$ cat config.mk
export PLATFORM = sky130hd
export DESIGN_NAME = dcache_bank_flat
export DESIGN_NICKNAME = d
export VERILOG_FILES = /design/src/mem_isa_pkg.sv /design/src/mem_cfg_pkg.sv /design/src/dcache_if.sv /design/src/dcache_bank.sv /design/src/flat_wrapper.sv
export SDC_FILE = /design/constraint.sdc
export NUM_CORES = 2
export LEC_CHECK = 0
export BUFFER_PORTS_ARGS = -buffer_cell sky130_fd_sc_hd__buf_2
export CORE_ASPECT_RATIO = 0.5
export CORE_MARGIN = 5
export CORE_UTILIZATION = 50
export DETAILED_ROUTE_END_ITERATION = 8
export HOLD_SLACK_MARGIN = 0.02
export PLACE_DENSITY = 0.67
export REMOVE_ABC_BUFFERS = 1
export SYNTH_ARGS = -nofsm -noshare
export SYNTH_HDL_FRONTEND = slang
export SYNTH_SLANG_ARGS = --single-unit
$ cat constraint.sdc
create_clock -name clk_i -period 5.6 [get_ports clk_i]
set_input_delay 0 -clock clk_i [delete_from_list [all_inputs] [get_ports clk_i]]
set_output_delay 0 -clock clk_i [all_outputs]
set_load 0.05 [all_outputs]
$ cat src/mem_isa_pkg.sv
/*
 * Memory stage ISA definitions
 * Operation kinds, access sizes, data widths and the queue entry format
 */

package mem_isa_pkg;

    ////////////////////////////////////////////////////////////////////
    // Data widths
    ////////////////////////////////////////////////////////////////////

    typedef logic [63:0] bus64_t;   // Data or address word
    typedef logic [4:0]  reg_t;     // Destination register index

    ////////////////////////////////////////////////////////////////////
    // Operation encodings
    ////////////////////////////////////////////////////////////////////

    // Kind of memory operation
    typedef enum logic [1:0] {
        NOP   = 2'b00,  // Retired without touching the cache
        LOAD  = 2'b01,
        STORE = 2'b10
    } instr_type_t;

    // Access granularity, zero-extended on loads
    typedef enum logic [1:0] {
        BYTE  = 2'b00,
        HALF  = 2'b01,
        WORD  = 2'b10,
        DWORD = 2'b11
    } mem_size_t;

    // One pending operation in the load/store queue
    typedef struct packed {
        logic        valid;
        bus64_t      addr;
        bus64_t      data;          // Store data, unused for loads
        instr_type_t instr_type;
        mem_size_t   mem_size;
        reg_t        rd;            // Load destination
    } lsq_entry_t;

endpackage

$ cat src/mem_cfg_pkg.sv
/*
 * Memory stage sizing
 * Queue depth, bank count, address slicing and bank timing
 */

package mem_cfg_pkg;

    // Load/store queue
    localparam int LSQ_DEPTH    = 8;
    localparam int LSQ_IDX_W    = 3;

    // Bank selection from address bits 4..3
    localparam int NUM_BANKS    = 4;
    localparam int BANK_SEL_LSB = 3;
    localparam int BANK_SEL_W   = $clog2(NUM_BANKS);

    // Word index inside a bank, address bits 8..5
    localparam int BANK_WORDS   = 16;
    localparam int WORD_IDX_LSB = 5;
    localparam int WORD_IDX_W   = $clog2(BANK_WORDS);

    localparam int BANK_LATENCY = 2;    // Accept to response, in cycles

endpackage

$ cat src/dcache_if.sv
/*
 * Data cache request and response interfaces
 * Request uses a valid/lock handshake, response is a single-cycle pulse
 */

`timescale 1ns/1ps

interface dcache_req_if;
    logic                     valid;        // New memory request
    mem_isa_pkg::bus64_t      addr;
    mem_isa_pkg::bus64_t      data;         // Store data
    mem_isa_pkg::instr_type_t instr_type;
    mem_isa_pkg::mem_size_t   mem_size;
    mem_isa_pkg::reg_t        rd;
    logic                     lock;         // Cache busy, hold request

    // Requester side
    modport master (
        output valid, addr, data, instr_type, mem_size, rd,
        input  lock
    );

    // Cache side
    modport slave (
        input  valid, addr, data, instr_type, mem_size, rd,
        output lock
    );
endinterface

interface dcache_rsp_if;
    logic                valid;     // One-cycle pulse, no back-pressure
    mem_isa_pkg::bus64_t data;      // Loaded data, already zero-extended
    mem_isa_pkg::reg_t   rd;

    modport master (output valid, data, rd);
    modport slave  (input  valid, data, rd);
endinterface

$ cat src/dcache_bank.sv
/*
 * Data cache bank
 * Small doubleword array with lane writes and fixed-latency loads
 */

`timescale 1ns/1ps

module dcache_bank (
    input  logic         clk_i,
    input  logic         rstn_i,
    dcache_req_if.slave  req,
    dcache_rsp_if.master rsp
);

    mem_isa_pkg::bus64_t mem_q [mem_cfg_pkg::BANK_WORDS];

    // Pipeline of in-flight accesses, stage 0 is the youngest
    logic [mem_cfg_pkg::BANK_LATENCY-1:0] busy_q;   // Any accepted request
    logic [mem_cfg_pkg::BANK_LATENCY-1:0] vld_q;    // Loads only
    mem_isa_pkg::bus64_t                  data_q [mem_cfg_pkg::BANK_LATENCY];
    mem_isa_pkg::reg_t                    rd_q   [mem_cfg_pkg::BANK_LATENCY];

    logic [mem_cfg_pkg::WORD_IDX_W-1:0] word_idx;
    logic [5:0]                         shamt;      // Byte offset in bits
    logic                               accept;
    mem_isa_pkg::bus64_t                size_mask;
    mem_isa_pkg::bus64_t                wr_mask;
    mem_isa_pkg::bus64_t                rd_data;

    assign accept   = req.valid & ~req.lock;
    assign word_idx = req.addr[mem_cfg_pkg::WORD_IDX_LSB +: mem_cfg_pkg::WORD_IDX_W];
    assign shamt    = {req.addr[2:0], 3'b000};

    // Lanes covered by the access size
    always_comb begin
        case (req.mem_size)
            mem_isa_pkg::BYTE: size_mask = 64'h0000_0000_0000_00FF;
            mem_isa_pkg::HALF: size_mask = 64'h0000_0000_0000_FFFF;
            mem_isa_pkg::WORD: size_mask = 64'h0000_0000_FFFF_FFFF;
            default:           size_mask = '1;
        endcase
    end

    assign wr_mask = size_mask << shamt;                        // Addressed lanes
    assign rd_data = (mem_q[word_idx] >> shamt) & size_mask;    // Shift down, zero-extend

    ////////////////////////////////////////////////////////////////////
    // Storage
    ////////////////////////////////////////////////////////////////////

    always_ff @(posedge clk_i or negedge rstn_i) begin
        if (!rstn_i) begin
            for (int i = 0; i < mem_cfg_pkg::BANK_WORDS; i++) begin
                mem_q[i] <= '0;
            end
        end else if (accept && req.instr_type == mem_isa_pkg::STORE) begin
            mem_q[word_idx] <= (mem_q[word_idx] & ~wr_mask) | ((req.data << shamt) & wr_mask);
        end
    end

    ////////////////////////////////////////////////////////////////////
    // Latency pipeline
    ////////////////////////////////////////////////////////////////////

    always_ff @(posedge clk_i or negedge rstn_i) begin
        if (!rstn_i) begin
            busy_q <= '0;
            vld_q  <= '0;
        end else begin
            busy_q[0] <= accept;
            vld_q[0]  <= accept & (req.instr_type == mem_isa_pkg::LOAD);
            for (int i = 1; i < mem_cfg_pkg::BANK_LATENCY; i++) begin
                busy_q[i] <= busy_q[i-1];
                vld_q[i]  <= vld_q[i-1];
            end
        end
    end

    always_ff @(posedge clk_i) begin
        data_q[0] <= rd_data;   // Read at accept, stores come first in order
        rd_q[0]   <= req.rd;
        for (int i = 1; i < mem_cfg_pkg::BANK_LATENCY; i++) begin
            data_q[i] <= data_q[i-1];
            rd_q[i]   <= rd_q[i-1];
        end
    end

    assign req.lock  = |busy_q;     // Busy for BANK_LATENCY cycles
    assign rsp.valid = vld_q[mem_cfg_pkg::BANK_LATENCY-1];
    assign rsp.data  = data_q[mem_cfg_pkg::BANK_LATENCY-1];
    assign rsp.rd    = rd_q[mem_cfg_pkg::BANK_LATENCY-1];

endmodule

$ cat src/flat_wrapper.sv
// flat-port wrapper written by rule: the top's interface ports become plain ports
module dcache_bank_flat 
  (clk_i, rstn_i, req_valid, req_addr, req_data, req_instr_type, req_mem_size, req_rd, req_lock, rsp_valid, rsp_data, rsp_rd);
  dcache_req_if req_i ();
  dcache_rsp_if rsp_i ();
  input  logic clk_i;
  input  logic rstn_i;
  input wire logic [$bits(req_i.valid)-1:0] req_valid;
  input wire logic [$bits(req_i.addr)-1:0] req_addr;
  input wire logic [$bits(req_i.data)-1:0] req_data;
  input wire logic [$bits(req_i.instr_type)-1:0] req_instr_type;
  input wire logic [$bits(req_i.mem_size)-1:0] req_mem_size;
  input wire logic [$bits(req_i.rd)-1:0] req_rd;
  output wire logic [$bits(req_i.lock)-1:0] req_lock;
  output wire logic [$bits(rsp_i.valid)-1:0] rsp_valid;
  output wire logic [$bits(rsp_i.data)-1:0] rsp_data;
  output wire logic [$bits(rsp_i.rd)-1:0] rsp_rd;
  assign req_i.valid = req_valid;
  assign req_i.addr = req_addr;
  assign req_i.data = req_data;
  assign req_i.instr_type = req_instr_type;
  assign req_i.mem_size = req_mem_size;
  assign req_i.rd = req_rd;
  assign req_lock = req_i.lock;
  assign rsp_valid = rsp_i.valid;
  assign rsp_data = rsp_i.data;
  assign rsp_rd = rsp_i.rd;
  dcache_bank u_core (.clk_i(clk_i), .rstn_i(rstn_i), .req(req_i), .rsp(rsp_i));
endmodule
==> flow_summary.ini <==
[run_status]
run_status = finished clean

[die]
rows = 84
initial_core_util_pct = 50.5
fp.dieW_um = 471
fp.coreArea_um2 = 105000
dieArea_um2 = 113000
pin_count = 211
fp.dieH_um = 240

[drt]
detail_route.iter0.violations = 3861
detail_route.wirelength_um = 153000
vias = 36400
detail_route.wl_per_cell_um = 26.0
ant_nets = 0
via_per_inst = 6.19
drc = 0
drtPass1Iterations = 7

[worst_setup_path]
reg_to_reg_start = u_core.busy_q[0]
critical_path.endpoint_type = flop
critical_path_arrival_ps = 4250
setup.worst_path.end = u_core.mem_q[964]
r2r_setup_slack_ps = 1870
r2r.worst_path.cells = 7
timing.critical_path.fanout_max = 58
end_of_the_worst_register_to_register_path = u_core.mem_q[964]
type_of_origin_of_the_critical_path = flop
critical_path_launch_point = u_core.busy_q[0]
required_ps = 6120
critical_path_class = reg2reg

[clock_network]
cts_root_cell = sky130_fd_sc_hd__clkbuf_16
total_cts_buffers = 104
tritoncts_num_sinks = 1166
tritoncts = yes
latest_clock_arrival_within_the_worst_skew_pair_ps = 710
path_clk_slew_ps = 70
htree_levels = 3
max-clock-path-buffers = 3
postCtsSetupBuffers = 0

[synthesis]
synthesis.area_per_instance_um2 = 12.0
synth_area_leader_cell = sky130_fd_sc_hd__dfrtp_1
ys_warn_count = 0
yosysSeqAreaShare_pct = 53.7
post_synth_main_area_contributors = sky130_fd_sc_hd__dfrtp_1 48%, sky130_fd_sc_hd__mux4_2 14%, sky130_fd_sc_hd__mux2_2 9.5%
ys_dominant_reg_cell = sky130_fd_sc_hd__dfrtp_1
leading_post_synthesis_cells_by_instance_count = 1028 x sky130_fd_sc_hd__dfrtp_1, 906 x sky130_fd_sc_hd__nand2_1, 448 x sky130_fd_sc_hd__mux2_2
netlist_area_um2 = 53100
syn_inst = 4440
yosys_register_bits = 1166
asyncSetResetFlopFracSynth_pct = 88.2
synth.distinct_cells = 58
synth_top_cell_area_share_pct = 48.5
post-synth-top-count-cell = sky130_fd_sc_hd__dfrtp_1
synth_edf_count = 0

[sta]
fin_crit_sh_pct = 66.5
min_period_ps = 3730
hold-worst-slack_ps = 30.2
grt_setup_unrepaired = no
setup_violations = 0
timing_max_transition_violations_final = 0
timing_hold_violations_final = 0
timing.fmax_mhz = 268
tightest_pin_transition_ps = 1360
fin_tns_setup_ps = 0
worst_clock_skew_ps = 21.1
slew_headroom_pct = 9.65

[power]
power-per-cell-area_nw_per_um2 = 316
power.leakage_nw = 26.6
vdd_ir_drop_max_mv = 0.250

[global_routing]
grt_max_degree = 192
vias_in_the_first_global_route = 36700
first_pass_grt_wire_length_um = 232000
global_route.overflow_total = 0
antenna_found_initial = 9
groute.usage.overall_pct = 27.1

[finish]
layout.nets = 4515
area.growth.synth_to_final_pct = 10.3
fraction_of_final_layout_cells_sized_beyond_drive_strength_1_pct = 27.8

[placed_design]
dp_hpwl_um = 94400
place_congestion = 0.961
port_buffers = 153

[flow_run]
drv_cap = 0

[min_path]
hold_path_class = in2async
## routing by layer
layer | GRT usage [%] | wire length (um)
met5 | 0 | 11
met4 | 11.2 | 6760
met3 | 6.56 | 14000
met2 | 41.6 | 69200
met1 | 37.6 | 63300
## layout make-up
class                      count  area, um^2
antenna                        8        20.0
clock buffer                 159        3290
clock inverter                32         263
fill                        8538       46700
inverter                      11        41.3
multi-input combinational   2812       22600
sequential                  1166       28500
tap                         1419        1780
timing repair buffer         280        2040
## cells in the final DEF, fill, tap and decap left out, drive strengths merged, types with 7 or more instances in the layout
cell type	n
a211oi	32
a21oi	47
a221oi	7
a22o	18
a22oi	14
and2	7
buf	255
clkbuf	159
clkinv	24
dfrtp	1028
dfxtp	138
diode	8
dlygate4sd3	25
inv	15
mux2	451
mux2i	118
mux4	320
nand2	906
nand2b	11
nand3	17
nor2	121
nor2b	28
nor3	9
o21a	7
o21ai	579
o221ai	8
o22ai	44
or2	7
## where the power goes
part	internal (mW)	switching, mW
registers	8.83	0.215
logic	0.762	1.25
clock network	4.19	3.22
total	13.8	4.69
## per-stage QoR
step / utilization, % / worst slack, ps / std cells / area [um^2] / power (mW)
4_1_cts: 55.6 / 1870 / 5879 / 58500 / 18.5
5_1_grt: 55.7 / 1660 / 5886 / 58600 / 19.1
2_1_floorplan: - / 2050 / 3989 / 50900 / 10.2
3_5_place_dp: 52.0 / 1660 / 5662 / 54700 / 11.2
3_3_place_gp: 52.0 / 1820 / 5662 / 54700 / 11.1
6_report: 55.7 / 1870 / 5887 / 58600 / 18.5
## how the worst min path moves through the flow
stage	endpoint	slack (ps)	startpoint
6_report	u_core.mem_q[562]	30	rstn_i
3_5_place_dp	u_core.mem_q[626]	40	rstn_i
2_1_floorplan	u_core.busy_q[0]	-300	rstn_i
5_1_grt	u_core.mem_q[626]	50	rstn_i
3_3_place_gp	u_core.mem_q[626]	30	rstn_i
4_1_cts	u_core.mem_q[626]	30	rstn_i
## worst max-delay path: stages, from the launching register on
cell                        delay [ps]
sky130_fd_sc_hd__dfrtp_1           390
sky130_fd_sc_hd__nand4bb_1         230
sky130_fd_sc_hd__or2_2             340
sky130_fd_sc_hd__nor3_1            870
sky130_fd_sc_hd__nand2_4           840
sky130_fd_sc_hd__buf_4             590
sky130_fd_sc_hd__nand2_1           130
sky130_fd_sc_hd__o21ai_0            90
## sequential cells by signal, indices dropped and copies added (netlist names)
name	count
u_core.data_q	128
u_core.busy_q	2
u_core.vld_q	2
u_core.rd_q	10
u_core.mem_q	1024
## kinds of logic after synthesis
logic type      synth area share [%]
compound gates                  8.47
buf+inv                         4.16
flops                           53.7
mux                             25.4
simple gates                    8.32
## timing repair
item,in CTS,in global routing
hold buffers,26,0
hold endpoints to repair,386,0
gates resized for setup,0,0
Note: power is estimated with default switching activity, not from simulation.
