File: config.mk
export PLATFORM = sky130hd
export DESIGN_NAME = mem_unit_flat
export DESIGN_NICKNAME = d
export VERILOG_FILES = /design/src/mem_isa_pkg.sv /design/src/dcache_if.sv /design/src/mem_unit.sv /design/src/flat_wrapper.sv
export SDC_FILE = /design/constraint.sdc
export NUM_CORES = 1
export LEC_CHECK = 0
export ABC_AREA = 0
export BUFFER_PORTS_ARGS = -buffer_cell sky130_fd_sc_hd__buf_2
export CAP_MARGIN = 0
export CORE_AREA = 5 5 162 164
export CTS_BUF_LIST = sky130_fd_sc_hd__clkbuf_4
export DETAILED_ROUTE_END_ITERATION = 12
export DIE_AREA = 0 0 167 169
export PLACE_DENSITY = 0.42
export SETUP_SLACK_MARGIN = 0.05
export SYNTH_ARGS = -nofsm -noshare
export SYNTH_HDL_FRONTEND = slang
export SYNTH_SLANG_ARGS = --single-unit
File: constraint.sdc
create_clock -name clk_i -period 1.3 [get_ports clk_i]
set_input_delay 0.13 -clock clk_i [delete_from_list [all_inputs] [get_ports clk_i]]
set_output_delay 0.13 -clock clk_i [all_outputs]
set_load 0.1 [all_outputs]
File: src/mem_isa_pkg.sv
/*
 * Memory stage ISA definitions
 * Operation kinds, access sizes, data widths and the queue entry format
 */

package mem_isa_pkg;

    ////////////////////////////////////////////////////////////////////
    // Data widths
    ////////////////////////////////////////////////////////////////////

    typedef logic [63:0] bus64_t;   // Data or address word
    typedef logic [4:0]  reg_t;     // Destination register index

    ////////////////////////////////////////////////////////////////////
    // Operation encodings
    ////////////////////////////////////////////////////////////////////

    // Kind of memory operation
    typedef enum logic [1:0] {
        NOP   = 2'b00,  // Retired without touching the cache
        LOAD  = 2'b01,
        STORE = 2'b10
    } instr_type_t;

    // Access granularity, zero-extended on loads
    typedef enum logic [1:0] {
        BYTE  = 2'b00,
        HALF  = 2'b01,
        WORD  = 2'b10,
        DWORD = 2'b11
    } mem_size_t;

    // One pending operation in the load/store queue
    typedef struct packed {
        logic        valid;
        bus64_t      addr;
        bus64_t      data;          // Store data, unused for loads
        instr_type_t instr_type;
        mem_size_t   mem_size;
        reg_t        rd;            // Load destination
    } lsq_entry_t;

endpackage

File: src/dcache_if.sv
/*
 * Data cache request and response interfaces
 * Request uses a valid/lock handshake, response is a single-cycle pulse
 */

`timescale 1ns/1ps

interface dcache_req_if;
    logic                     valid;        // New memory request
    mem_isa_pkg::bus64_t      addr;
    mem_isa_pkg::bus64_t      data;         // Store data
    mem_isa_pkg::instr_type_t instr_type;
    mem_isa_pkg::mem_size_t   mem_size;
    mem_isa_pkg::reg_t        rd;
    logic                     lock;         // Cache busy, hold request

    // Requester side
    modport master (
        output valid, addr, data, instr_type, mem_size, rd,
        input  lock
    );

    // Cache side
    modport slave (
        input  valid, addr, data, instr_type, mem_size, rd,
        output lock
    );
endinterface

interface dcache_rsp_if;
    logic                valid;     // One-cycle pulse, no back-pressure
    mem_isa_pkg::bus64_t data;      // Loaded data, already zero-extended
    mem_isa_pkg::reg_t   rd;

    modport master (output valid, data, rd);
    modport slave  (input  valid, data, rd);
endinterface

File: src/mem_unit.sv
/*
 * Memory unit
 * Issues queue heads to the data cache in order and returns load results
 */

`timescale 1ns/1ps

module mem_unit (
    input  logic                    clk_i,
    input  logic                    rstn_i,
    input  logic                    flush_i,        // Kill queued and pending ops
    input  mem_isa_pkg::lsq_entry_t head_i,         // Queue head
    output logic                    pop_o,
    dcache_req_if.master            req,
    dcache_rsp_if.slave             rsp,
    output logic                    load_valid_o,   // Load result to pipeline
    output mem_isa_pkg::bus64_t     load_data_o,
    output mem_isa_pkg::reg_t       load_rd_o
);

    typedef enum logic [1:0] {
        ResetState   = 2'b00,
        ReadHead     = 2'b01,
        WaitResponse = 2'b10
    } state_t;

    state_t state_q;
    state_t state_d;
    logic   is_mem_op;
    logic   is_load;

    assign is_load   = (head_i.instr_type == mem_isa_pkg::LOAD);
    assign is_mem_op = is_load | (head_i.instr_type == mem_isa_pkg::STORE);

    always_ff @(posedge clk_i or negedge rstn_i) begin
        if (!rstn_i) state_q <= ResetState;
        else         state_q <= state_d;
    end

    ////////////////////////////////////////////////////////////////////
    // Request and next state
    ////////////////////////////////////////////////////////////////////

    always_comb begin
        // Fields follow the head, which stays put until popped
        req.valid      = 1'b0;
        req.addr       = head_i.addr;
        req.data       = head_i.data;
        req.instr_type = head_i.instr_type;
        req.mem_size   = head_i.mem_size;
        req.rd         = head_i.rd;
        pop_o          = 1'b0;
        state_d        = state_q;

        case (state_q)
            ResetState: begin
                state_d = ReadHead;
            end
            ReadHead: begin
                if (!flush_i && head_i.valid) begin
                    if (is_mem_op) begin
                        req.valid = 1'b1;
                        if (!req.lock) begin        // Transfer this cycle
                            pop_o = 1'b1;           // Store retires on accept
                            if (is_load) state_d = WaitResponse;
                        end
                    end else begin
                        pop_o = 1'b1;               // NOP retires here
                    end
                end
            end
            WaitResponse: begin
                // Nothing issued until the load is back
                if (flush_i || rsp.valid) state_d = ReadHead;
            end
            default: begin
                state_d = ResetState;
            end
        endcase
    end

    // Stale responses after a flush arrive in ReadHead and are dropped
    assign load_valid_o = (state_q == WaitResponse) & rsp.valid & ~flush_i;
    assign load_data_o  = rsp.data;
    assign load_rd_o    = rsp.rd;

endmodule

File: src/flat_wrapper.sv
// flat-port wrapper written by rule: the top's interface ports become plain ports
module mem_unit_flat 
  (clk_i, rstn_i, flush_i, head_i, pop_o, load_valid_o, load_data_o, load_rd_o, req_valid, req_addr, req_data, req_instr_type, req_mem_size, req_rd, req_lock, rsp_valid, rsp_data, rsp_rd);
  dcache_req_if req_i ();
  dcache_rsp_if rsp_i ();
  input  logic clk_i;
  input  logic rstn_i;
  input  logic flush_i;
  input  mem_isa_pkg::lsq_entry_t head_i;
  output logic pop_o;
  output logic load_valid_o;
  output mem_isa_pkg::bus64_t load_data_o;
  output mem_isa_pkg::reg_t load_rd_o;
  output wire logic [$bits(req_i.valid)-1:0] req_valid;
  output wire logic [$bits(req_i.addr)-1:0] req_addr;
  output wire logic [$bits(req_i.data)-1:0] req_data;
  output wire logic [$bits(req_i.instr_type)-1:0] req_instr_type;
  output wire logic [$bits(req_i.mem_size)-1:0] req_mem_size;
  output wire logic [$bits(req_i.rd)-1:0] req_rd;
  input wire logic [$bits(req_i.lock)-1:0] req_lock;
  input wire logic [$bits(rsp_i.valid)-1:0] rsp_valid;
  input wire logic [$bits(rsp_i.data)-1:0] rsp_data;
  input wire logic [$bits(rsp_i.rd)-1:0] rsp_rd;
  assign req_valid = req_i.valid;
  assign req_addr = req_i.addr;
  assign req_data = req_i.data;
  assign req_instr_type = req_i.instr_type;
  assign req_mem_size = req_i.mem_size;
  assign req_rd = req_i.rd;
  assign req_i.lock = req_lock;
  assign rsp_i.valid = rsp_valid;
  assign rsp_i.data = rsp_data;
  assign rsp_i.rd = rsp_rd;
  mem_unit u_core (.clk_i(clk_i), .rstn_i(rstn_i), .flush_i(flush_i), .head_i(head_i), .pop_o(pop_o), .req(req_i), .rsp(rsp_i), .load_valid_o(load_valid_o), .load_data_o(load_data_o), .load_rd_o(load_rd_o));
endmodule
==> results_dict.tcl, run 1 <==
set metrics [dict create \
    avgRoutedWirePerCell_microns 13.28 \
    fin_ws_ns -0.007953 \
    slew_violations 0 \
    postRouteWirelength_microns 4849 \
    num_antenna_cells 0 \
    die-area_sq_um 28220 \
    p_leak_nw 0.1781 \
    arrival_ns 1.18 \
    layout.nets 250 \
    p_per_area_nw_per_um2 415.6 \
    skew_ns 0.001126 \
    cts_buffers 3 \
    yosysWarnings 0 \
    firstDrtPassIters 2 \
    worstSetupPathType "reg2out" \
    dp_hpwl_microns 4088 \
    start_util_pct 6.891 \
    ant_nets 0 \
    required_ns 1.17 \
    via_per_inst 1.474 \
    slew_headroom_pct 67.58 \
    die_y_microns 169 \
    nFillCells 2934 \
    synth.avg_cell_area_sq_um 7.682 \
    io_pins 421 \
    final_area_sq_um 783.3 \
    yosys.cell_types.count 13 \
    grt_overflow 0 \
    setup.worst_path.end_class "output pin" \
    drtIter0Drc 28 \
    wl_met1_microns 599 \
    antenna_found_initial 0 \
    pre_cts_ws_ns 0.1054 \
    cts_root_buffer "clkbuf_4" \
    path_clk_slew_ns 0.03 \
    layout_common_cells "buf_2 (9), inv_1 (3), clkbuf_4 (3), buf_12 (3), buf_4 (2)" \
    setup_tns_ns -0.009005 \
    routed.top_layer "met4" \
    ys_seq_elements 2 \
    largest_register_ffs 2 \
    grt_usage_pct 3.105 \
    grt_pass1_vias 670 \
    area_growth_pct -54.07 \
    grt_start_max_net_pins 7 \
    placedCellCount 359 \
    clk_path_buf_depth 2 \
    core_area_sq_um 24750 \
    grt_setup_unrepaired "yes" \
    final_util_pct 3.165 \
    cts_tree "yes" \
    dpl_cell_area_sq_um 719.4 \
    total_power_mw 0.3255 \
    synthesis.area_sq_um 1705 \
    htreeDepth 1 \
    synth_fp_nets 435 \
    vias 538 \
    clk_latency_ns 0.22 \
    gp_congestion 0.6105 \
    max_freq_mhz 764.6 \
    vdd_ir_drop_max_uv 111.6 \
    finalHoldViolCount 0 \
    layout_commonest_cell "buf_2" \
    wl_met2_microns 1879 \
    remaining_drc_errors 0 \
    clock-sinks 2 \
    multi_input_area_sq_um 143.9 \
    cp_max_fo 2 \
    std_cell_rows 58 \
    routed-wl-met3_microns 1416 \
    fin_crit_ns 1.308 \
    regArea_sq_um 51.30 \
    drive_gt1_share_pct 71.43 \
    drv_cap 0 \
    setup_viol 2 \
    largestRegisters "u_core.state_q x2" \
    grt_pass1_wl_microns 5830 \
    io_buffers 12 \
    failed_checks "negative setup slack" \
    tightestPinTransition_ns 0.4896 \
    whs_path_depth 2 \
    netlist_instances 222 \
    min_path_type "in2reg" \
    fin_cells 365 \
    status "finished with violations" \
    reg2regPathDepth 3 \
    holdWs_ns 0.1894 \
    fin_crit_sh_pct 100.6 \
    regMostFlops "u_core.state_q" \
    die_x_microns 167 \
    ys_seq_area_share_pct 2.935 \
    startpoint_type "register" \
]
## where the power goes
| part | leakage [nW] | internal (mW) | total [mW] | switching [mW] |
|---|---|---|---|---|
| Combinational | 0.142 | 0.0450 | 0.127 | 0.0822 |
| Sequential | 0.0225 | 0.0641 | 0.0655 | 0.00140 |
| Clock | 0.0138 | 0.101 | 0.133 | 0.0314 |
## final timing paths
check / startpoint / endpoint / slack [ns]
max: u_core.state_q[1] / pop_o / -0.008
min: flush_i / u_core.state_q[1] / 0.19
max reg2reg: u_core.state_q[0] / u_core.state_q[1] / 0.07
min reg2reg: u_core.state_q[1] / u_core.state_q[1] / 0.60
max in group asynchronous: rstn_i / u_core.state_q[0] / 0.93
min in group asynchronous: rstn_i / u_core.state_q[1] / 0.25
## layout make-up
type                       instances  share of cell area (%)
multi-input combinational         11                   18.37
clock buffer                       3                   2.875
sequential                         2                   6.550
inverter                           3                   1.438
timing repair buffer              16                   18.05
tap                              330                   52.72
## critical path, stage by stage, from the launching register on
cell	delay, ns
dfrtp_1	0.38
nand4bb_4	0.23
a21oi_4	0.16
buf_12	0.19
## what timing repair did
action | in CTS | in global routing
resized for setup | 1 | 3
pin swaps | 3 | 1
setup endpoints to repair | 3 | 4
hold endpoints to repair | 2 | 0
hold buffers | 1 | 0
setup buffers | 2 | 0
## routing by layer
layer / up-vias / global-route usage [%]
li1: 101 / -
met5: - / 0
met1: 147 / 0.9292
met4: 0 / 6.119
met2: 190 / 3.980
met3: 100 / 3.993
## cells in the mapped netlist
master     instances  area, sq um
buf_4            206         1546
inv_1              3        11.26
dfrtp_1            2        50.05
nand4bb_1          2        22.52
a21oi_1            1        5.000
and4bb_2           1        12.51
ha_1               1        12.51
nand2_1            1        3.750
nor2_1             1        3.750
o311a_1            1        10.01
o41ai_1            1        8.760
or3b_1             1        8.760
or4b_1             1        10.01
## kinds of logic (layout without fill, tap and decap cells)
kind of cell	after synthesis	count (layout)	share of synthesized area [%]
AND/OR/NAND/NOR	7	7	3.594
adder cells (fa/ha/maj)	1	1	0.7336
flip-flops	2	2	2.935
AO/OA/AOI/OAI	3	3	1.394
buffers and inverters	209	22	91.34
Power figures use the tool's default switching activity.
==> inputs of run 2 (changes only) <==
Settings changed: PLACE_DENSITY 0.42 to 0.41.
==> run 2 against run 1 <==
Against the previous run:
- the flow still finishes with violations (negative setup slack)
- global-route usage increased by 0.24 points
- clock skew decreased by 0.00077 ns
- routed wire length increased by 14%
- critical path type unchanged
- sequential share of layout area increased by 0.074 points
- die area unchanged
- utilization about the same
- highest routed layer unchanged
- combinational power decreased by 4%
- non-clock buffer count decreased by 1
- clock-buffer cell count unchanged
==> results_dict.tcl, run 2 (synthesis results as in run 1) <==
set metrics [dict create \
    regArea_sq_um 51.30 \
    firstDrtPassIters 2 \
    io_pins 421 \
    remaining_drc_errors 0 \
    layout_commonest_cell "buf_2" \
    largestRegisters "u_core.state_q x2" \
    slew_violations 0 \
    largest_register_ffs 2 \
    skew_ns 0.0003517 \
    grt_pass1_vias 652 \
    reg2regPathDepth 3 \
    die-area_sq_um 28220 \
    htreeDepth 1 \
    start_util_pct 6.891 \
    die_x_microns 167 \
    io_buffers 12 \
    core_area_sq_um 24750 \
    status "finished with violations" \
    grt_start_max_net_pins 7 \
    tightestPinTransition_ns 0.5067 \
    grt_pass1_wl_microns 6065 \
    min_path_type "in2reg" \
    p_sw_share_pct 36.01 \
    p_clk_share_pct 42.0 \
    std_cell_rows 58 \
    internal_power_mw 0.2067 \
    cts_tree "yes" \
    slew_headroom_pct 66.45 \
    p_per_area_nw_per_um2 417.1 \
    ant_nets 0 \
    layout_common_cells "buf_2 (9), inv_1 (3), clkbuf_4 (3), buf_12 (3), buf_4 (2)" \
    required_ns 1.17 \
    setup_viol 1 \
    cts_buffers 3 \
    r2r_start "u_core.state_q[0]" \
    failed_checks "negative setup slack" \
    fin_ws_ns -0.01714 \
    startpoint_type "register" \
    arrival_ns 1.19 \
    setup.worst_path.end_class "output pin" \
    whs_path_depth 2 \
    final_util_pct 3.130 \
    grt_setup_unrepaired "yes" \
    max_freq_mhz 759.2 \
    layout.nets 249 \
    drive_gt1_share_pct 70.59 \
    avgRoutedWirePerCell_microns 15.08 \
    holdWs_ns 0.1726 \
    cts_root_buffer "clkbuf_4" \
    hp-start "flush_i" \
    r2r-end "u_core.state_q[1]" \
    area_growth_pct -54.59 \
    clk_latency_ns 0.22 \
    clock-sinks 2 \
    p_comb_share_pct 37.7 \
    nFillCells 2933 \
    gp_congestion 0.6192 \
    multi_input_area_sq_um 143.9 \
    p_seq_share_pct 20.3 \
    path_clk_slew_ns 0.03 \
    final_area_sq_um 774.5 \
    antenna_found_initial 1 \
    grt_overflow 0 \
    postRouteWirelength_microns 5506 \
    vdd_ir_drop_max_uv 183.2 \
    dpl_cell_area_sq_um 711.9 \
    die_y_microns 169 \
    setup_tns_ns -0.01714 \
    via_per_inst 1.556 \
    vias 568 \
    p_sw_mw 0.1163 \
    grt_usage_pct 3.349 \
    cp_max_fo 2 \
    finalHoldViolCount 0 \
    reg2reg_slack_ns 0.03 \
    drv_cap 0 \
    clk_path_buf_depth 2 \
    drtIter0Drc 19 \
    regMostFlops "u_core.state_q" \
    p_leak_nw 0.1715 \
    fin_crit_sh_pct 101.3 \
    hold-path-endpoint "u_core.state_q[1]" \
    worstSetupPathType "reg2out" \
    fin_crit_ns 1.317 \
]
run 2: cell types whose count changed in the layout (fill, tap and decap cells not counted):
cell,delta
buf_6,-1
diode_2,+1
run 2: worst max path at each step:
stage / startpoint / to / slack, ns
after floorplan: u_core.state_q[1] / pop_o / -0.02
after global placement: head_i[8] / u_core.state_q[0] / 0.05
after detailed placement: head_i[8] / u_core.state_q[0] / 0.04
after CTS: u_core.state_q[1] / pop_o / -0.06
after global routing: u_core.state_q[1] / pop_o / -0.06
final: u_core.state_q[1] / pop_o / -0.02
run 2: metrics by stage:
step | cells | setup WS, ns | power (mW)
2_1_floorplan | 222 | -0.01517 | 3.108
3_3_place_gp | 358 | 0.04573 | 0.1857
3_5_place_dp | 358 | 0.03721 | 0.1852
4_1_cts | 363 | -0.06275 | 0.3336
5_1_grt | 365 | -0.05961 | 0.3477
6_report | 365 | -0.01714 | 0.3230
run 2: layout make-up:
cell class                 count  share of cell area [%]
antenna                        1                  0.3231
clock buffer                   3                   2.908
inverter                       3                   1.454
multi-input combinational     11                   18.58
sequential                     2                   6.624
tap                          330                   53.31
timing repair buffer          15                   16.80
run 2: repair_timing:
item / CTS / global route
endpoints found under the hold margin: 2 / 0
buffers inserted: 1 / 1
setup endpoints to repair: 3 / 3
resized for setup: 0 / 3
hold buffers: 1 / 0
pin swaps: 1 / 3
run 2: power by group through the flow:
stage,clock network (mW),logic (mW),registers (mW)
finish,0.136,0.122,0.0655
global route,0.154,0.128,0.0657
CTS,0.146,0.122,0.0654
detailed placement,0,0.119,0.0663
global placement,0,0.119,0.0663
floorplan,0,3.04,0.0660
run 2: worst max-delay path: stages, from the launching register on:
cell and delay [ns]:
dfrtp_1 0.37, nand4bb_4 0.23, a21oi_4 0.16, buf_12 0.19
run 2: metal layers:
layer / GRT usage (%) / wire, microns / vias to the layer above
li1: - / - / 99
met4: 6.226 / 948 / 0
met5: 0 / 0 / -
met2: 4.333 / 2175 / 206
met1: 0.8586 / 575 / 157
met3: 4.741 / 1806 / 106
==> inputs of run 3 (changes only) <==
--- a/constraint.sdc
+++ b/constraint.sdc
@@ -3,2 +3,2 @@
 set_output_delay 0.13 -clock clk_i [all_outputs]
-set_load 0.1 [all_outputs]
+set_load 0.05 [all_outputs]
==> run 3 against run 2 <==
Against the previous run:
- the flow now finishes without violations
- final cell count is 0.27% lower
- final area is 7.4% lower
- fmax is 5.6% higher
- register-to-register slack better by 0.14 ns
- largest cell class unchanged
- sequential share of layout area is 0.53 points higher
- combinational power is 36% lower
- highest routed layer unchanged
- utilization is 0.23 points lower
==> results_dict.tcl, run 3 (synthesis results as in run 1) <==
set metrics [dict create \
    slew_headroom_pct 80.24 \
    fin_crit_ns 1.247 \
    die_y_microns 169 \
    crit_family "flip-flops" \
    setup.worst_path.end_class "output pin" \
    fin_cells 364 \
    total_power_mw 0.2760 \
    holdWs_ns 0.1541 \
    ant_nets 0 \
    clock-sinks 2 \
    required_ns 1.17 \
    avgRoutedWirePerCell_microns 13.04 \
    final_util_pct 2.897 \
    clk_latency_ns 0.22 \
    layout_commonest_cell "buf_2" \
    antenna_found_initial 1 \
    min_path_type "in2reg" \
    io_buffers 12 \
    max_freq_mhz 801.7 \
    remaining_drc_errors 0 \
    start_util_pct 6.891 \
    layout_common_cells "buf_2 (9), inv_1 (3), clkbuf_4 (3), buf_6 (3)" \
    htreeDepth 1 \
    slew_violations 0 \
    grt_start_max_net_pins 7 \
    die_x_microns 167 \
    pre_cts_ws_ns 0.07273 \
    fin_ws_ns 0.05261 \
    worstSetupPathType "reg2out" \
    drv_cap 0 \
    grt_setup_unrepaired "yes" \
    tightestPinTransition_ns 0.2984 \
    p_leak_nw 0.1505 \
    cts_tree "yes" \
    regMostFlops "u_core.state_q" \
    vias 542 \
    grt_overflow 0 \
    largestRegisters "u_core.state_q x2" \
    firstDrtPassIters 2 \
    std_cell_rows 58 \
    core_area_sq_um 24750 \
    die-area_sq_um 28220 \
    layout.nets 248 \
    cp_max_fo 5 \
    io_pins 421 \
    fin_crit_sh_pct 95.95 \
    cts_buffers 3 \
    crit_buf_inv 2 \
    gp_congestion 0.6453 \
    finalHoldViolCount 0 \
    grt_usage_pct 3.017 \
    path_clk_slew_ns 0.03 \
    clk_path_buf_depth 2 \
    setup_viol 0 \
    slowest_delay_ns 0.37 \
    cts_root_buffer "clkbuf_4" \
    setup_tns_ns 0 \
    arrival_ns 1.12 \
    drive_gt1_share_pct 63.64 \
    startpoint_type "register" \
    path_cells "buf_4 -> and4bb_2 -> buf_6" \
    via_per_inst 1.489 \
    p_per_area_nw_per_um2 385.0 \
    dpl_cell_area_sq_um 645.6 \
    skew_ns 0.0009631 \
    grt_pass1_wl_microns 5623 \
    drtIter0Drc 6 \
    grt_pass1_vias 673 \
    vdd_ir_drop_max_uv 160.4 \
    status "finished clean" \
    placedCellCount 359 \
    area_growth_pct -57.96 \
    largest_register_ffs 2 \
    cp_slowest_cell "dfrtp_1" \
    final_area_sq_um 716.9 \
    postRouteWirelength_microns 4747 \
]
-- run 3: cell types whose count changed in the layout (fill, tap and decap cells not counted), sizes merged --
cell and delta:
buf -1
-- run 3: final timing paths --
check                                   from                 to  slack [ns]  cells past startpoint
max                        u_core.state_q[1]       load_valid_o        0.05                      3
min                                  flush_i  u_core.state_q[1]        0.15                      2
max reg2reg                u_core.state_q[0]  u_core.state_q[1]        0.17                      2
min reg2reg                u_core.state_q[1]  u_core.state_q[1]        0.58                      2
max in group asynchronous             rstn_i  u_core.state_q[0]        0.96                      2
min in group asynchronous             rstn_i  u_core.state_q[1]        0.23                      2
-- run 3: area by class of cell --
cell class	count	area, sq um
diodes	1	2.502
inverters	3	11.26
well taps	330	412.9
repair buffers	14	96.34
multi-input cells	11	120.1
fillers	2933	24030
flip-flops and latches	2	51.30
clock buffers	3	22.52
-- run 3: repair_timing --
item | 4_1_cts | 5_1_grt
gates resized for setup | 7 | 1
endpoints found under the hold margin | 2 | 0
endpoints found under the setup margin | 3 | 3
pin swaps | 1 | 0
buffers inserted | 0 | 0
hold buffers | 1 | 0
gates cloned | 0 | 0
-- run 3: report_power, final --
group / leakage (nW) / total [mW] / internal [mW] / switching [mW]
clock network: 0.0138 / 0.132 / 0.101 / 0.0310
registers: 0.0225 / 0.0656 / 0.0641 / 0.00151
logic: 0.114 / 0.0780 / 0.0309 / 0.0471
total: 0.151 / 0.276 / 0.196 / 0.0796
-- run 3: metal layers --
metal	share of wire [%]	up-vias	GRT usage (%)	wire (microns)
met3	33	118	4.180	1546
met4	22	0	6.546	1030
met5	0	-	0	0
li1	-	99	-	-
met1	11	138	0.8867	531
met2	35	187	3.364	1639
