===== src/mem_isa_pkg.sv =====
/*
 * Memory stage ISA definitions
 * Operation kinds, access sizes, data widths and the queue entry format
 */

package mem_isa_pkg;

    ////////////////////////////////////////////////////////////////////
    // Data widths
    ////////////////////////////////////////////////////////////////////

    typedef logic [63:0] bus64_t;   // Data or address word
    typedef logic [4:0]  reg_t;     // Destination register index

    ////////////////////////////////////////////////////////////////////
    // Operation encodings
    ////////////////////////////////////////////////////////////////////

    // Kind of memory operation
    typedef enum logic [1:0] {
        NOP   = 2'b00,  // Retired without touching the cache
        LOAD  = 2'b01,
        STORE = 2'b10
    } instr_type_t;

    // Access granularity, zero-extended on loads
    typedef enum logic [1:0] {
        BYTE  = 2'b00,
        HALF  = 2'b01,
        WORD  = 2'b10,
        DWORD = 2'b11
    } mem_size_t;

    // One pending operation in the load/store queue
    typedef struct packed {
        logic        valid;
        bus64_t      addr;
        bus64_t      data;          // Store data, unused for loads
        instr_type_t instr_type;
        mem_size_t   mem_size;
        reg_t        rd;            // Load destination
    } lsq_entry_t;

endpackage


===== src/mem_cfg_pkg.sv =====
/*
 * Memory stage sizing
 * Queue depth, bank count, address slicing and bank timing
 */

package mem_cfg_pkg;

    // Load/store queue
    localparam int LSQ_DEPTH    = 8;
    localparam int LSQ_IDX_W    = 3;

    // Bank selection from address bits 4..3
    localparam int NUM_BANKS    = 4;
    localparam int BANK_SEL_LSB = 3;
    localparam int BANK_SEL_W   = $clog2(NUM_BANKS);

    // Word index inside a bank, address bits 8..5
    localparam int BANK_WORDS   = 16;
    localparam int WORD_IDX_LSB = 5;
    localparam int WORD_IDX_W   = $clog2(BANK_WORDS);

    localparam int BANK_LATENCY = 2;    // Accept to response, in cycles

endpackage


===== src/load_store_queue.sv =====
/*
 * Load/store queue
 * Circular buffer of pending memory operations, drained in program order
 */

`timescale 1ns/1ps

module load_store_queue (
    input  logic                                clk_i,
    input  logic                                rstn_i,
    input  logic                                push_i,     // New operation from the core
    input  mem_isa_pkg::lsq_entry_t             entry_i,
    input  logic                                flush_i,    // Drop every entry
    input  logic                                pop_i,      // Head issued or retired
    output mem_isa_pkg::lsq_entry_t             head_o,
    output logic [mem_cfg_pkg::LSQ_IDX_W-1:0]   head_idx_o, // To graduation logic
    output logic                                full_o
);

    mem_isa_pkg::lsq_entry_t buf_q [mem_cfg_pkg::LSQ_DEPTH];

    logic [mem_cfg_pkg::LSQ_IDX_W-1:0] head_q;
    logic [mem_cfg_pkg::LSQ_IDX_W-1:0] tail_q;
    logic [mem_cfg_pkg::LSQ_IDX_W:0]   count_q;     // One extra bit for full
    logic                              empty;
    logic                              do_push;
    logic                              do_pop;

    assign empty   = (count_q == '0);
    assign full_o  = (count_q == mem_cfg_pkg::LSQ_DEPTH);
    assign do_push = push_i & ~full_o;      // Core must not push while full
    assign do_pop  = pop_i & ~empty;

    ////////////////////////////////////////////////////////////////////
    // Pointers and occupancy
    ////////////////////////////////////////////////////////////////////

    always_ff @(posedge clk_i or negedge rstn_i) begin
        if (!rstn_i) begin
            head_q  <= '0;
            tail_q  <= '0;
            count_q <= '0;
        end else if (flush_i) begin
            head_q  <= '0;      // Flush wins over push and pop
            tail_q  <= '0;
            count_q <= '0;
        end else begin
            if (do_push) tail_q <= tail_q + 1'b1;  // Wraps at depth
            if (do_pop)  head_q <= head_q + 1'b1;
            case ({do_push, do_pop})
                2'b10:   count_q <= count_q + 1'b1;
                2'b01:   count_q <= count_q - 1'b1;
                default: count_q <= count_q;       // Both or neither
            endcase
        end
    end

    // Entry storage
    always_ff @(posedge clk_i) begin
        if (do_push && !flush_i) begin
            buf_q[tail_q] <= entry_i;
        end
    end

    // Head seen from the next cycle after a push
    always_comb begin
        head_o       = buf_q[head_q];
        head_o.valid = buf_q[head_q].valid & ~empty;    // Nothing valid when empty
    end

    assign head_idx_o = head_q;

endmodule


===== config.mk =====
export PLATFORM = sky130hd
export DESIGN_NAME = load_store_queue
export DESIGN_NICKNAME = d
export VERILOG_FILES = /design/src/mem_isa_pkg.sv /design/src/mem_cfg_pkg.sv /design/src/load_store_queue.sv
export SDC_FILE = /design/constraint.sdc
export NUM_CORES = 1
export LEC_CHECK = 0
export BUFFER_PORTS_ARGS = -buffer_cell sky130_fd_sc_hd__buf_2
export CAP_MARGIN = 15
export CORE_ASPECT_RATIO = 0.8
export CORE_MARGIN = 8
export CORE_UTILIZATION = 60
export CTS_CLUSTER_DIAMETER = 200
export DETAILED_ROUTE_END_ITERATION = 16
export PLACE_DENSITY = 0.79
export SYNTH_ARGS = -nofsm -noshare
export SYNTH_HDL_FRONTEND = slang
export SYNTH_SLANG_ARGS = --single-unit

===== constraint.sdc =====
create_clock -name clk_i -period 16.1 [get_ports clk_i]
set_clock_uncertainty 0.1 [all_clocks]
set_input_delay 1.61 -clock clk_i [delete_from_list [all_inputs] [get_ports clk_i]]
set_output_delay 1.61 -clock clk_i [all_outputs]
set_load 0.05 [all_outputs]

==> results of run 1 <==
==> final timing paths <==
path                          startpoint            end  slack, ns  depth (start not counted)
setup / recovery           head_idx_o[0]     head_o[75]       9.56                          5
hold / removal                 tail_q[0]      tail_q[0]       0.51                          2
setup reg to reg              count_q[1]   buf_q[1][87]      12.28                          5
hold reg to reg                tail_q[0]      tail_q[0]       0.51                          2
max in group asynchronous         rstn_i  head_idx_o[2]      14.94                          1
min in group asynchronous         rstn_i     count_q[0]       0.71                          1
==> stage by stage <==
| stage | setup WS (ns) | hold slack (ns) | instances | power [mW] |
|---|---|---|---|---|
| floorplan | 3.528 | 0.4459 | 1678 | 4.981 |
| global placement | 10.22 | 0.4649 | 2841 | 5.286 |
| detailed placement | 10.12 | 0.4925 | 2841 | 5.322 |
| CTS | 9.370 | 0.5123 | 3029 | 7.712 |
| global route | 9.180 | 0.5566 | 3034 | 7.895 |
| finish | 9.564 | 0.5129 | 3043 | 7.640 |
==> Yosys cell counts <==
| master | count | share of area, % |
|---|---|---|
| edfxtp_1 | 1104 | 78 |
| mux4_2 | 210 | 11 |
| mux2_2 | 137 | 3.6 |
| mux4_1 | 66 | 4.1 |
| clkbuf_1 | 27 | 0.24 |
| buf_6 | 24 | 0.64 |
| nor2_1 | 15 | 0.13 |
| buf_2 | 14 | 0.17 |
| buf_1 | 13 | 0.12 |
| dfrtp_1 | 10 | 0.59 |
| a21oi_1 | 5 | 0.059 |
| mux2i_1 | 5 | 0.12 |
| nand2_1 | 5 | 0.044 |
| ha_1 | 4 | 0.12 |
| nand2b_1 | 4 | 0.059 |
| nand3_1 | 4 | 0.047 |
| nor3_1 | 4 | 0.047 |
| buf_8 | 3 | 0.11 |
| inv_1 | 3 | 0.027 |
| xnor2_1 | 3 | 0.062 |
| xor2_1 | 3 | 0.062 |
| nand4b_1 | 2 | 0.041 |
| or3_1 | 2 | 0.030 |
| a211oi_4 | 1 | 0.047 |
| a31oi_1 | 1 | 0.015 |
| and3b_1 | 1 | 0.021 |
| nand4_1 | 1 | 0.015 |
| nor3b_1 | 1 | 0.018 |
| o2111ai_1 | 1 | 0.021 |
| o21ai_0 | 1 | 0.012 |
| o311a_1 | 1 | 0.024 |
| o31ai_1 | 1 | 0.018 |
| o41a_1 | 1 | 0.027 |
| or4b_1 | 1 | 0.024 |
==> sequential cells by signal, indices dropped and copies added, names as in the netlist <==
name,cells
buf_q,1104
count_q,4
head_idx_o,3
tail_q,3
==> critical path: stages (launching register included) <==
cell and delay [ns]:
dfrtp_4 1.07, buf_4 0.92, buf_4 0.85, mux4_1 0.69, mux2_2 0.29, buf_2 0.21
==> power by group <==
| part | switching (mW) | leakage, nW | internal (mW) |
|---|---|---|---|
| registers | 0.0803 | 10.1 | 3.30 |
| logic | 1.15 | 3.63 | 0.723 |
| clock network | 1.02 | 1.62 | 1.38 |
| total | 2.25 | 15.3 | 5.39 |
==> per-layer routing <==
| layer | track usage (%) | vias up |
|---|---|---|
| met5 | 0 | - |
| met4 | 5.440 | 20 |
| met3 | 5.087 | 151 |
| met2 | 34.69 | 639 |
| met1 | 28.11 | 9918 |
| li1 | - | 7969 |
==> layout make-up <==
| class | instances | share of cell area, % |
|---|---|---|
| clock inverters | 68 | 1.481 |
| flip-flops and latches | 1114 | 69.39 |
| well taps | 934 | 2.427 |
| repair buffers | 310 | 3.487 |
| multi-input cells | 480 | 17.67 |
| diodes | 14 | 0.07276 |
| clock buffers | 120 | 5.441 |
| inverters | 3 | 0.02339 |
==> kinds of logic after synthesis <==
group           share of synthesized area [%]
compound gates                         0.2213
simple gates                           0.4780
flops                                   78.77
buf+inv                                 1.289
mux                                     19.00
fa+ha+maj                              0.1180
xor+xnor                               0.1239
==> out/metrics.yaml, run 1 <==
synthesis:
  synth.distinct_cells: 34
  syn_nets: 1825
  ys_ff_latch: 1114
  syn_inst: 1678
  yosys_warnings: 0
  syn_area_um2: 42400
  synth_seq_area_share_pct: 78.77
  syn_avg_cell_area_um2: 25.27
die:
  rows: 87
  start_util_pct: 60.40
  die_w_um: 313.2
  io_pins: 285
  die-area_um2: 79490
  fp.coreArea_um2: 70210
  die_h_um: 253.8
clocking:
  cts_max_level: 3
  cts_buffer_depth: 3
  clock-sinks: 1114
  cts_tree: "yes"
  clock-root-buffer: "clkbuf_16"
  post_cts_resized: 0
  cts_hold_buf: 0
  clk_pin_slew_ns: 0.07
  cts_buffers: 101
  cts_setup_buffers: 0
  worstSkewPairLatency_ns: 0.66
finish:
  fillers: 4126
  final_nets: 2157
  post-route-util_pct: 68.58
  post-route-cell-area_um2: 48150
  area_growth_syn_to_layout_pct: 13.55
  layout_commonest_cell: "edfxtp_1"
  drive_above_1_share_pct: 38.52
  regArea_um2: 33410
  multiInputGateArea_um2: 8511
  layout_common_cells: "1104 x edfxtp_1, 284 x buf_2, 210 x mux4_2, 137 x mux2_2, 102 x clkbuf_16"
sta:
  tns_ns: 0
  slew_headroom_pct: 20.16
  setup_viol: 0
  period_minus_slack_ns: 6.536
  hold_violations: 0
  slew_viol_final: 0
  final.period_utilization_pct: 40.59
  fmax_mhz: 153.0
  tightest_slew_ns: 1.198
  rsz0062_at_grt: "false"
drt:
  wl_met1_um: 32850
  drt_iter0_markers: 1871
  ant_nets: 0
  vias: 18700
  wl_met3_um: 6271
  drc: 0
  routed.top_layer: "met5"
  met2_length_um: 42260
  wire_per_inst_um: 27.38
  wl_um: 83320
  via_per_inst: 6.144
  first_pass_iters: 7
global_route:
  grt_max_degree: 147
  grt_pass1_vias: 19970
  grtUsageTotal_pct: 20.87
  gr-total-overflow: 0
  grt_pass1_wl_um: 125000
  antenna_found_initial: 20
setup_path:
  crit_fanout: 55
  crit_type: "reg -> out"
  cp.arrival_ns: 4.83
  crit_path_start_kind: "flip-flop"
  cp.required_ns: 14.39
  end_kind: "primary output"
pwr:
  ir_drop_uv: 145.5
  power_density_nw_per_um2: 158.7
  leakagePower_nw: 15.35
placement:
  place.gp.congestion: 0.7187
  place_area_um2: 44780
  port_buffers: 284
  dp_hpwl_um: 43730
run:
  cap_viol_max_count: 0
status:
  status: "completed"
hold_path:
  hold_path.class: "reg -> reg"
(Power assumes the default switching activity.)
==> inputs of run 2 (changes only) <==
==> constraint.sdc (replaced) <==
create_clock -name clk_i -period 6.85 [get_ports clk_i]
set_clock_uncertainty 0.1 [all_clocks]
set_input_delay 0.685 -clock clk_i [delete_from_list [all_inputs] [get_ports clk_i]]
set_output_delay 0.685 -clock clk_i [all_outputs]
set_load 0.05 [all_outputs]
==> out/metrics.yaml, run 2 (synthesis results as in run 1) <==
drt:
  vias: 18670  # was 18700
  drc: 0  # unchanged
  wl_um: 83260  # was 83320 um
  ant_nets: 0  # unchanged
  wire_per_inst_um: 27.40  # was 27.38 um
  drt_iter0_markers: 1584  # was 1871
  first_pass_iters: 5  # was 7
  via_per_inst: 6.144  # about the same
setup_path:
  max_stage_delay_ns: 1.16  # was 1.07 ns
  slowest_stage: "dfrtp_4"  # unchanged
  r2r_cells: 6  # was 5
  reg2reg_from: "count_q[1]"  # unchanged
  path_depth: 4  # was 5
  end_kind: "primary output"  # unchanged
  cp_cell_sequence: "buf_12, mux4_2, mux2_2, buf_2"  # was buf_4, buf_4, mux4_1, mux2_2, buf_2
  startpoint: "head_idx_o[1]"  # was head_idx_o[0]
  cp.arrival_ns: 3.55  # was 4.83 ns
  crit_path_start_kind: "flip-flop"  # unchanged
  worstSetupEndpoint: "head_o[86]"  # was head_o[75]
  cp.required_ns: 6.06  # was 14.39 ns
  crit_fanout: 118  # was 55
  r2r_setup_slack_ns: 3.45  # was 12.28 ns
  timing.critical_path.buf_inv: 2  # was 3
  critPathTopFamily: "flip-flops"  # was buffers and inverters
  crit_type: "reg -> out"  # unchanged
  r2r-end: "buf_q[4][105]"  # was buf_q[1][87]
pwr:
  ir_drop_uv: 290.4  # was 145.5 uV
  leakagePower_nw: 15.29  # was 15.35 nW
  power_density_nw_per_um2: 368.8  # was 158.7 nW/um2
placement:
  dp_slack_ns: 3.239  # was 10.12 ns
  dp_hpwl_um: 42790  # was 43730 um
  place_area_um2: 44880  # was 44780 um2
  place.gp.congestion: 0.7150  # was 0.7187
  dp_cells: 2840  # was 2841
  port_buffers: 284  # unchanged
sta:
  rsz0062_at_grt: "false"  # unchanged
  setup_ws_ns: 2.510  # was 9.564 ns
  period_minus_slack_ns: 4.340
  slew_viol_final: 0  # unchanged
  tightest_slew_ns: 1.121  # was 1.198 ns
  slew_headroom_pct: 25.25  # was 20.16%
  setup_viol: 0  # unchanged
  final.period_utilization_pct: 63.36
  fmax_mhz: 230.4
  hold_violations: 0  # unchanged
die:
  die_w_um: 313.2  # unchanged
  start_util_pct: 60.40  # unchanged
  die-area_um2: 79490  # unchanged
  fp.coreArea_um2: 70210  # unchanged
  io_pins: 285  # unchanged
  die_h_um: 253.8  # unchanged
  rows: 87  # unchanged
clocking:
  cts_buffers: 101  # unchanged
  cts_max_level: 3  # unchanged
  post_cts_resized: 0  # unchanged
  clock-root-buffer: "clkbuf_16"  # unchanged
  clock-sinks: 1114  # unchanged
  cts_setup_buffers: 0  # unchanged
  cts_buffer_depth: 3  # unchanged
  worstSkewPairLatency_ns: 0.66  # about the same
  cts_tree: "yes"  # unchanged
  cts_hold_buf: 1  # was 0
  clk_pin_slew_ns: 0.06  # was 0.07 ns
finish:
  layout_common_cells: "1104 x edfxtp_1, 284 x buf_2, 210 x mux4_2, 137 x mux2_2, 104 x clkbuf_16"  # was 1104 x edfxtp_1, 284 x buf_2, 210 x mux4_2, 137 x mux2_2, 102 x clkbuf_16
  drive_above_1_share_pct: 38.80  # was 38.52%
  regMostFlops: "buf_q"  # unchanged
  post-route-cell-area_um2: 48090  # was 48150 um2
  final_nets: 2157  # unchanged
  area_growth_syn_to_layout_pct: 13.40  # was 13.55%
  largest_reg_flops: 1104  # unchanged
  fillers: 4102  # was 4126
  layout_commonest_cell: "edfxtp_1"  # unchanged
  fin_cells: 3039  # was 3043
  reg.largest.list: "buf_q: 1104 flops, count_q: 4 flops"  # unchanged
global_route:
  grt_pass1_wl_um: 123500  # was 125000 um
  grt_pass1_vias: 20040  # was 19970
  gr-total-overflow: 0  # unchanged
  grt_max_degree: 131  # was 147
  grtUsageTotal_pct: 20.83  # was 20.87%
  antenna_found_initial: 24  # was 20
status:
  status: "completed"  # unchanged
run:
  cap_viol_max_count: 0  # unchanged
hold_path:
  hold_path.class: "in -> reg"  # was reg -> reg
-- run 2: layer usage --
layer / vias up / share of wire [%] / global-route usage (%)
met4: 20 / 2.1 / 6.201
met1: 9841 / 40 / 28.26
met5: - / 0.16 / 0
met3: 151 / 7.8 / 4.754
met2: 698 / 50 / 34.28
li1: 7963 / - / -
-- run 2: how the worst min path moves through the flow --
stage                      startpoint           end  cells after the start
after global placement         rstn_i    count_q[1]                      1
after global routing      entry_i[22]  buf_q[6][22]                      1
after CTS                 entry_i[48]  buf_q[4][48]                      1
after floorplan                rstn_i    count_q[0]                      0
final                     entry_i[43]  buf_q[5][43]                      1
after detailed placement       rstn_i    count_q[0]                      1
-- run 2: final cells by class --
cell class | instances | area [um2] | area share (%)
Antenna cell | 15 | 37.54 | 0.07806
Timing Repair Buffer | 310 | 1769 | 3.679
Clock inverter | 58 | 444.2 | 0.9237
Inverter | 3 | 11.26 | 0.02342
Tap cell | 934 | 1169 | 2.430
Multi-Input combinational cell | 480 | 8523 | 17.72
Sequential cell | 1114 | 33410 | 69.48
Clock buffer | 125 | 2721 | 5.659
-- run 2: per-stage QoR --
step	total power [mW]	setup TNS [ns]	utilization [%]	hold slack [ns]
6_report	17.73	0	68.49	0.1883
5_1_grt	18.34	0	68.46	0.1570
4_1_cts	17.92	0	68.44	0.1369
3_5_place_dp	12.54	0	63.92	0.4715
3_3_place_gp	12.47	0	63.92	0.4644
2_1_floorplan	11.67	-521.44	-	0.2894
-- run 2: power breakdown --
group	internal, mW	switching, mW
sequential	7.75	0.127
combinational	1.71	2.76
clock	3.04	2.35
total	12.5	5.24
-- run 2: worst register-to-register path, delay by kind of cell (launching register included) --
family	cells	cell delay (ns)
buf+inv	2	1.17
simple gates	4	1.15
flops	1	0.51
==> inputs of run 3 (changes only) <==
==> constraint.sdc (replaced) <==
create_clock -name clk_i -period 4.4 [get_ports clk_i]
set_clock_uncertainty 0.1 [all_clocks]
set_input_delay 0.44 -clock clk_i [delete_from_list [all_inputs] [get_ports clk_i]]
set_output_delay 0.44 -clock clk_i [all_outputs]
set_load 0.05 [all_outputs]
==> out/metrics.yaml, run 3 (synthesis results as in run 1) <==
hold_path:
  hold_path.startpoint: "flush_i"  # was entry_i[43]
  hold_path.class: "in -> reg"  # unchanged
  worstHoldPathCells: 2  # was 1
  hold_end: "count_q[0]"  # was buf_q[5][43]
finish:
  regMostFlops: "buf_q"  # unchanged
  area_growth_syn_to_layout_pct: 18.11  # was 13.40%
  fillers: 3884  # was 4102
  final_nets: 2329  # was 2157
  layout_common_cells: "1104 x edfxtp_1, 284 x buf_2, 210 x mux4_2, 139 x dlygate4sd3_1, 137 x mux2_2"  # was 1104 x edfxtp_1, 284 x buf_2, 210 x mux4_2, 137 x mux2_2, 104 x clkbuf_16
  reg.largest.list: "buf_q: 1104 flops, count_q: 4 flops"  # unchanged
  drive_above_1_share_pct: 37.35  # was 38.80%
  layout_commonest_cell: "edfxtp_1"  # unchanged
  post-route-util_pct: 71.33  # was 68.49%
  largest_reg_flops: 1104  # unchanged
die:
  io_pins: 285  # unchanged
  die_h_um: 253.8  # unchanged
  fp.coreArea_um2: 70210  # unchanged
  die_w_um: 313.2  # unchanged
  rows: 87  # unchanged
  die-area_um2: 79490  # unchanged
  start_util_pct: 60.40  # unchanged
sta:
  setup_viol: 0  # unchanged
  period_minus_slack_ns: 3.753
  slew_headroom_pct: 27.72  # was 25.25%
  slew_viol_final: 0  # unchanged
  tightest_slew_ns: 1.082  # was 1.121 ns
  hold_violations: 0  # unchanged
  final.period_utilization_pct: 85.30
  fmax_mhz: 266.4
  rsz0062_at_grt: "false"  # unchanged
  tns_ns: 0  # unchanged
global_route:
  grt_pass1_wl_um: 131900  # was 123500 um
  antenna_found_initial: 8  # was 24
  gr-total-overflow: 0  # unchanged
  grt_max_degree: 82  # was 131
  grt_pass1_vias: 20970  # was 20040
  grtUsageTotal_pct: 22.17  # was 20.83%
setup_path:
  reg2reg_from: "count_q[1]"  # unchanged
  cp.required_ns: 3.86  # was 6.06 ns
  r2r_setup_slack_ns: 1.36  # was 3.45 ns
  crit_type: "reg -> out"  # unchanged
  max_stage_delay_ns: 0.86  # was 1.16 ns
  startpoint: "head_idx_o[0]"  # was head_idx_o[1]
  end_kind: "primary output"  # unchanged
  timing.critical_path.buf_inv: 2  # unchanged
  critPathTopFamily: "multiplexers"  # was flip-flops
  crit_path_start_kind: "flip-flop"  # unchanged
  slowest_stage: "dfrtp_4"  # unchanged
  r2r_cells: 4  # was 6
  r2r-end: "buf_q[7][10]"  # was buf_q[4][105]
  cp_cell_sequence: "buf_4, mux4_1, mux2_2, buf_2"  # was buf_12, mux4_2, mux2_2, buf_2
  crit_fanout: 30  # was 118
  cp.arrival_ns: 3.21  # was 3.55 ns
pwr:
  ir_drop_uv: 407.2  # was 290.4 uV
  power_density_nw_per_um2: 564.1  # was 368.8 nW/um2
  leakagePower_nw: 16.16  # was 15.29 nW
drt:
  drc: 0  # unchanged
  vias: 19650  # was 18670
  drt_iter0_markers: 1835  # was 1584
  wl_um: 88440  # was 83260 um
  ant_nets: 0  # unchanged
  via_per_inst: 6.126  # was 6.144
  first_pass_iters: 5  # unchanged
  wire_per_inst_um: 27.57  # was 27.40 um
clocking:
  cts_max_level: 3  # unchanged
  clock-root-buffer: "clkbuf_16"  # unchanged
  cts_buffer_depth: 3  # unchanged
  clock-sinks: 1114  # unchanged
  worstSkewPairLatency_ns: 0.66  # about the same
  cts_tree: "yes"  # unchanged
  cts_buffers: 101  # unchanged
  post_cts_resized: 0  # unchanged
  clk_pin_slew_ns: 0.06  # about the same
status:
  status: "completed"  # unchanged
run:
  cap_viol_max_count: 0  # unchanged
placement:
  place.gp.congestion: 0.7259  # was 0.7150
  port_buffers: 284  # unchanged
  dp_hpwl_um: 47310  # was 42790 um
-- run 3: cell count changes in the layout (fill, tap and decap cells not counted), sizes merged --
cell	previous run	this run
diode	15	6
dlygate4sd3	1	139
bufinv	6	11
buf	309	343
clkinv	45	46
-- run 3: worst max path at each step --
stage	endpoint	cells past startpoint
final	head_o[88]	4
after global routing	head_o[90]	4
after detailed placement	head_o[95]	4
after CTS	head_o[83]	4
after global placement	head_o[95]	4
after floorplan	buf_q[2][0]	4
-- run 3: worst register-to-register path: stages (launching register included) --
cell	delay, ns
dfrtp_1	0.54
or4b_4	0.26
nand4b_1	0.39
nor2_4	0.98
buf_4	0.44
-- run 3: cell type report --
class	instances	area, um2	area share, %
antenna	6	15.01	0.02998
clock buffer	125	2660	5.311
clock inverter	64	648.1	1.294
inverter	3	11.26	0.02248
multi-input combinational	480	8534	17.04
sequential	1114	33410	66.72
tap	934	1169	2.333
timing repair buffer	482	3631	7.250
-- run 3: through the flow --
stage | instance area [um2] | hold slack, ns | setup slack, ns | power (mW) | instances
after floorplan | 42470 | 0.04441 | -0.8447 | 18.16 | 1678
after global placement | 45370 | 0.2113 | 1.337 | 19.52 | 2874
after detailed placement | 45370 | 0.2237 | 1.284 | 19.65 | 2874
after CTS | 50070 | 0.008245 | 0.5487 | 28.43 | 3202
after global routing | 50080 | 0.03825 | 0.4643 | 29.16 | 3206
final | 50080 | 0.06098 | 0.6469 | 28.25 | 3208
-- run 3: per-layer routing --
| metal | vias to the layer above | global-route usage [%] | wire [um] |
|---|---|---|---|
| li1 | 8316 | - | - |
| met5 | - | 0 | 25 |
| met4 | 4 | 6.030 | 2194 |
| met1 | 10370 | 29.97 | 35070 |
| met2 | 814 | 37.27 | 44740 |
| met3 | 145 | 4.534 | 6405 |
-- run 3: report_power, final --
group,switching (mW),total (mW),internal [mW],leakage [nW]
sequential,0.251,12.3,12.1,10.1
combinational,4.40,7.23,2.82,4.46
clock,3.75,8.72,4.96,1.61
-- run 3: what timing repair did --
item / CTS / global route
hold endpoints to repair: 1114 / 0
buffers inserted: 0 / 0
hold buffers: 139 / 0
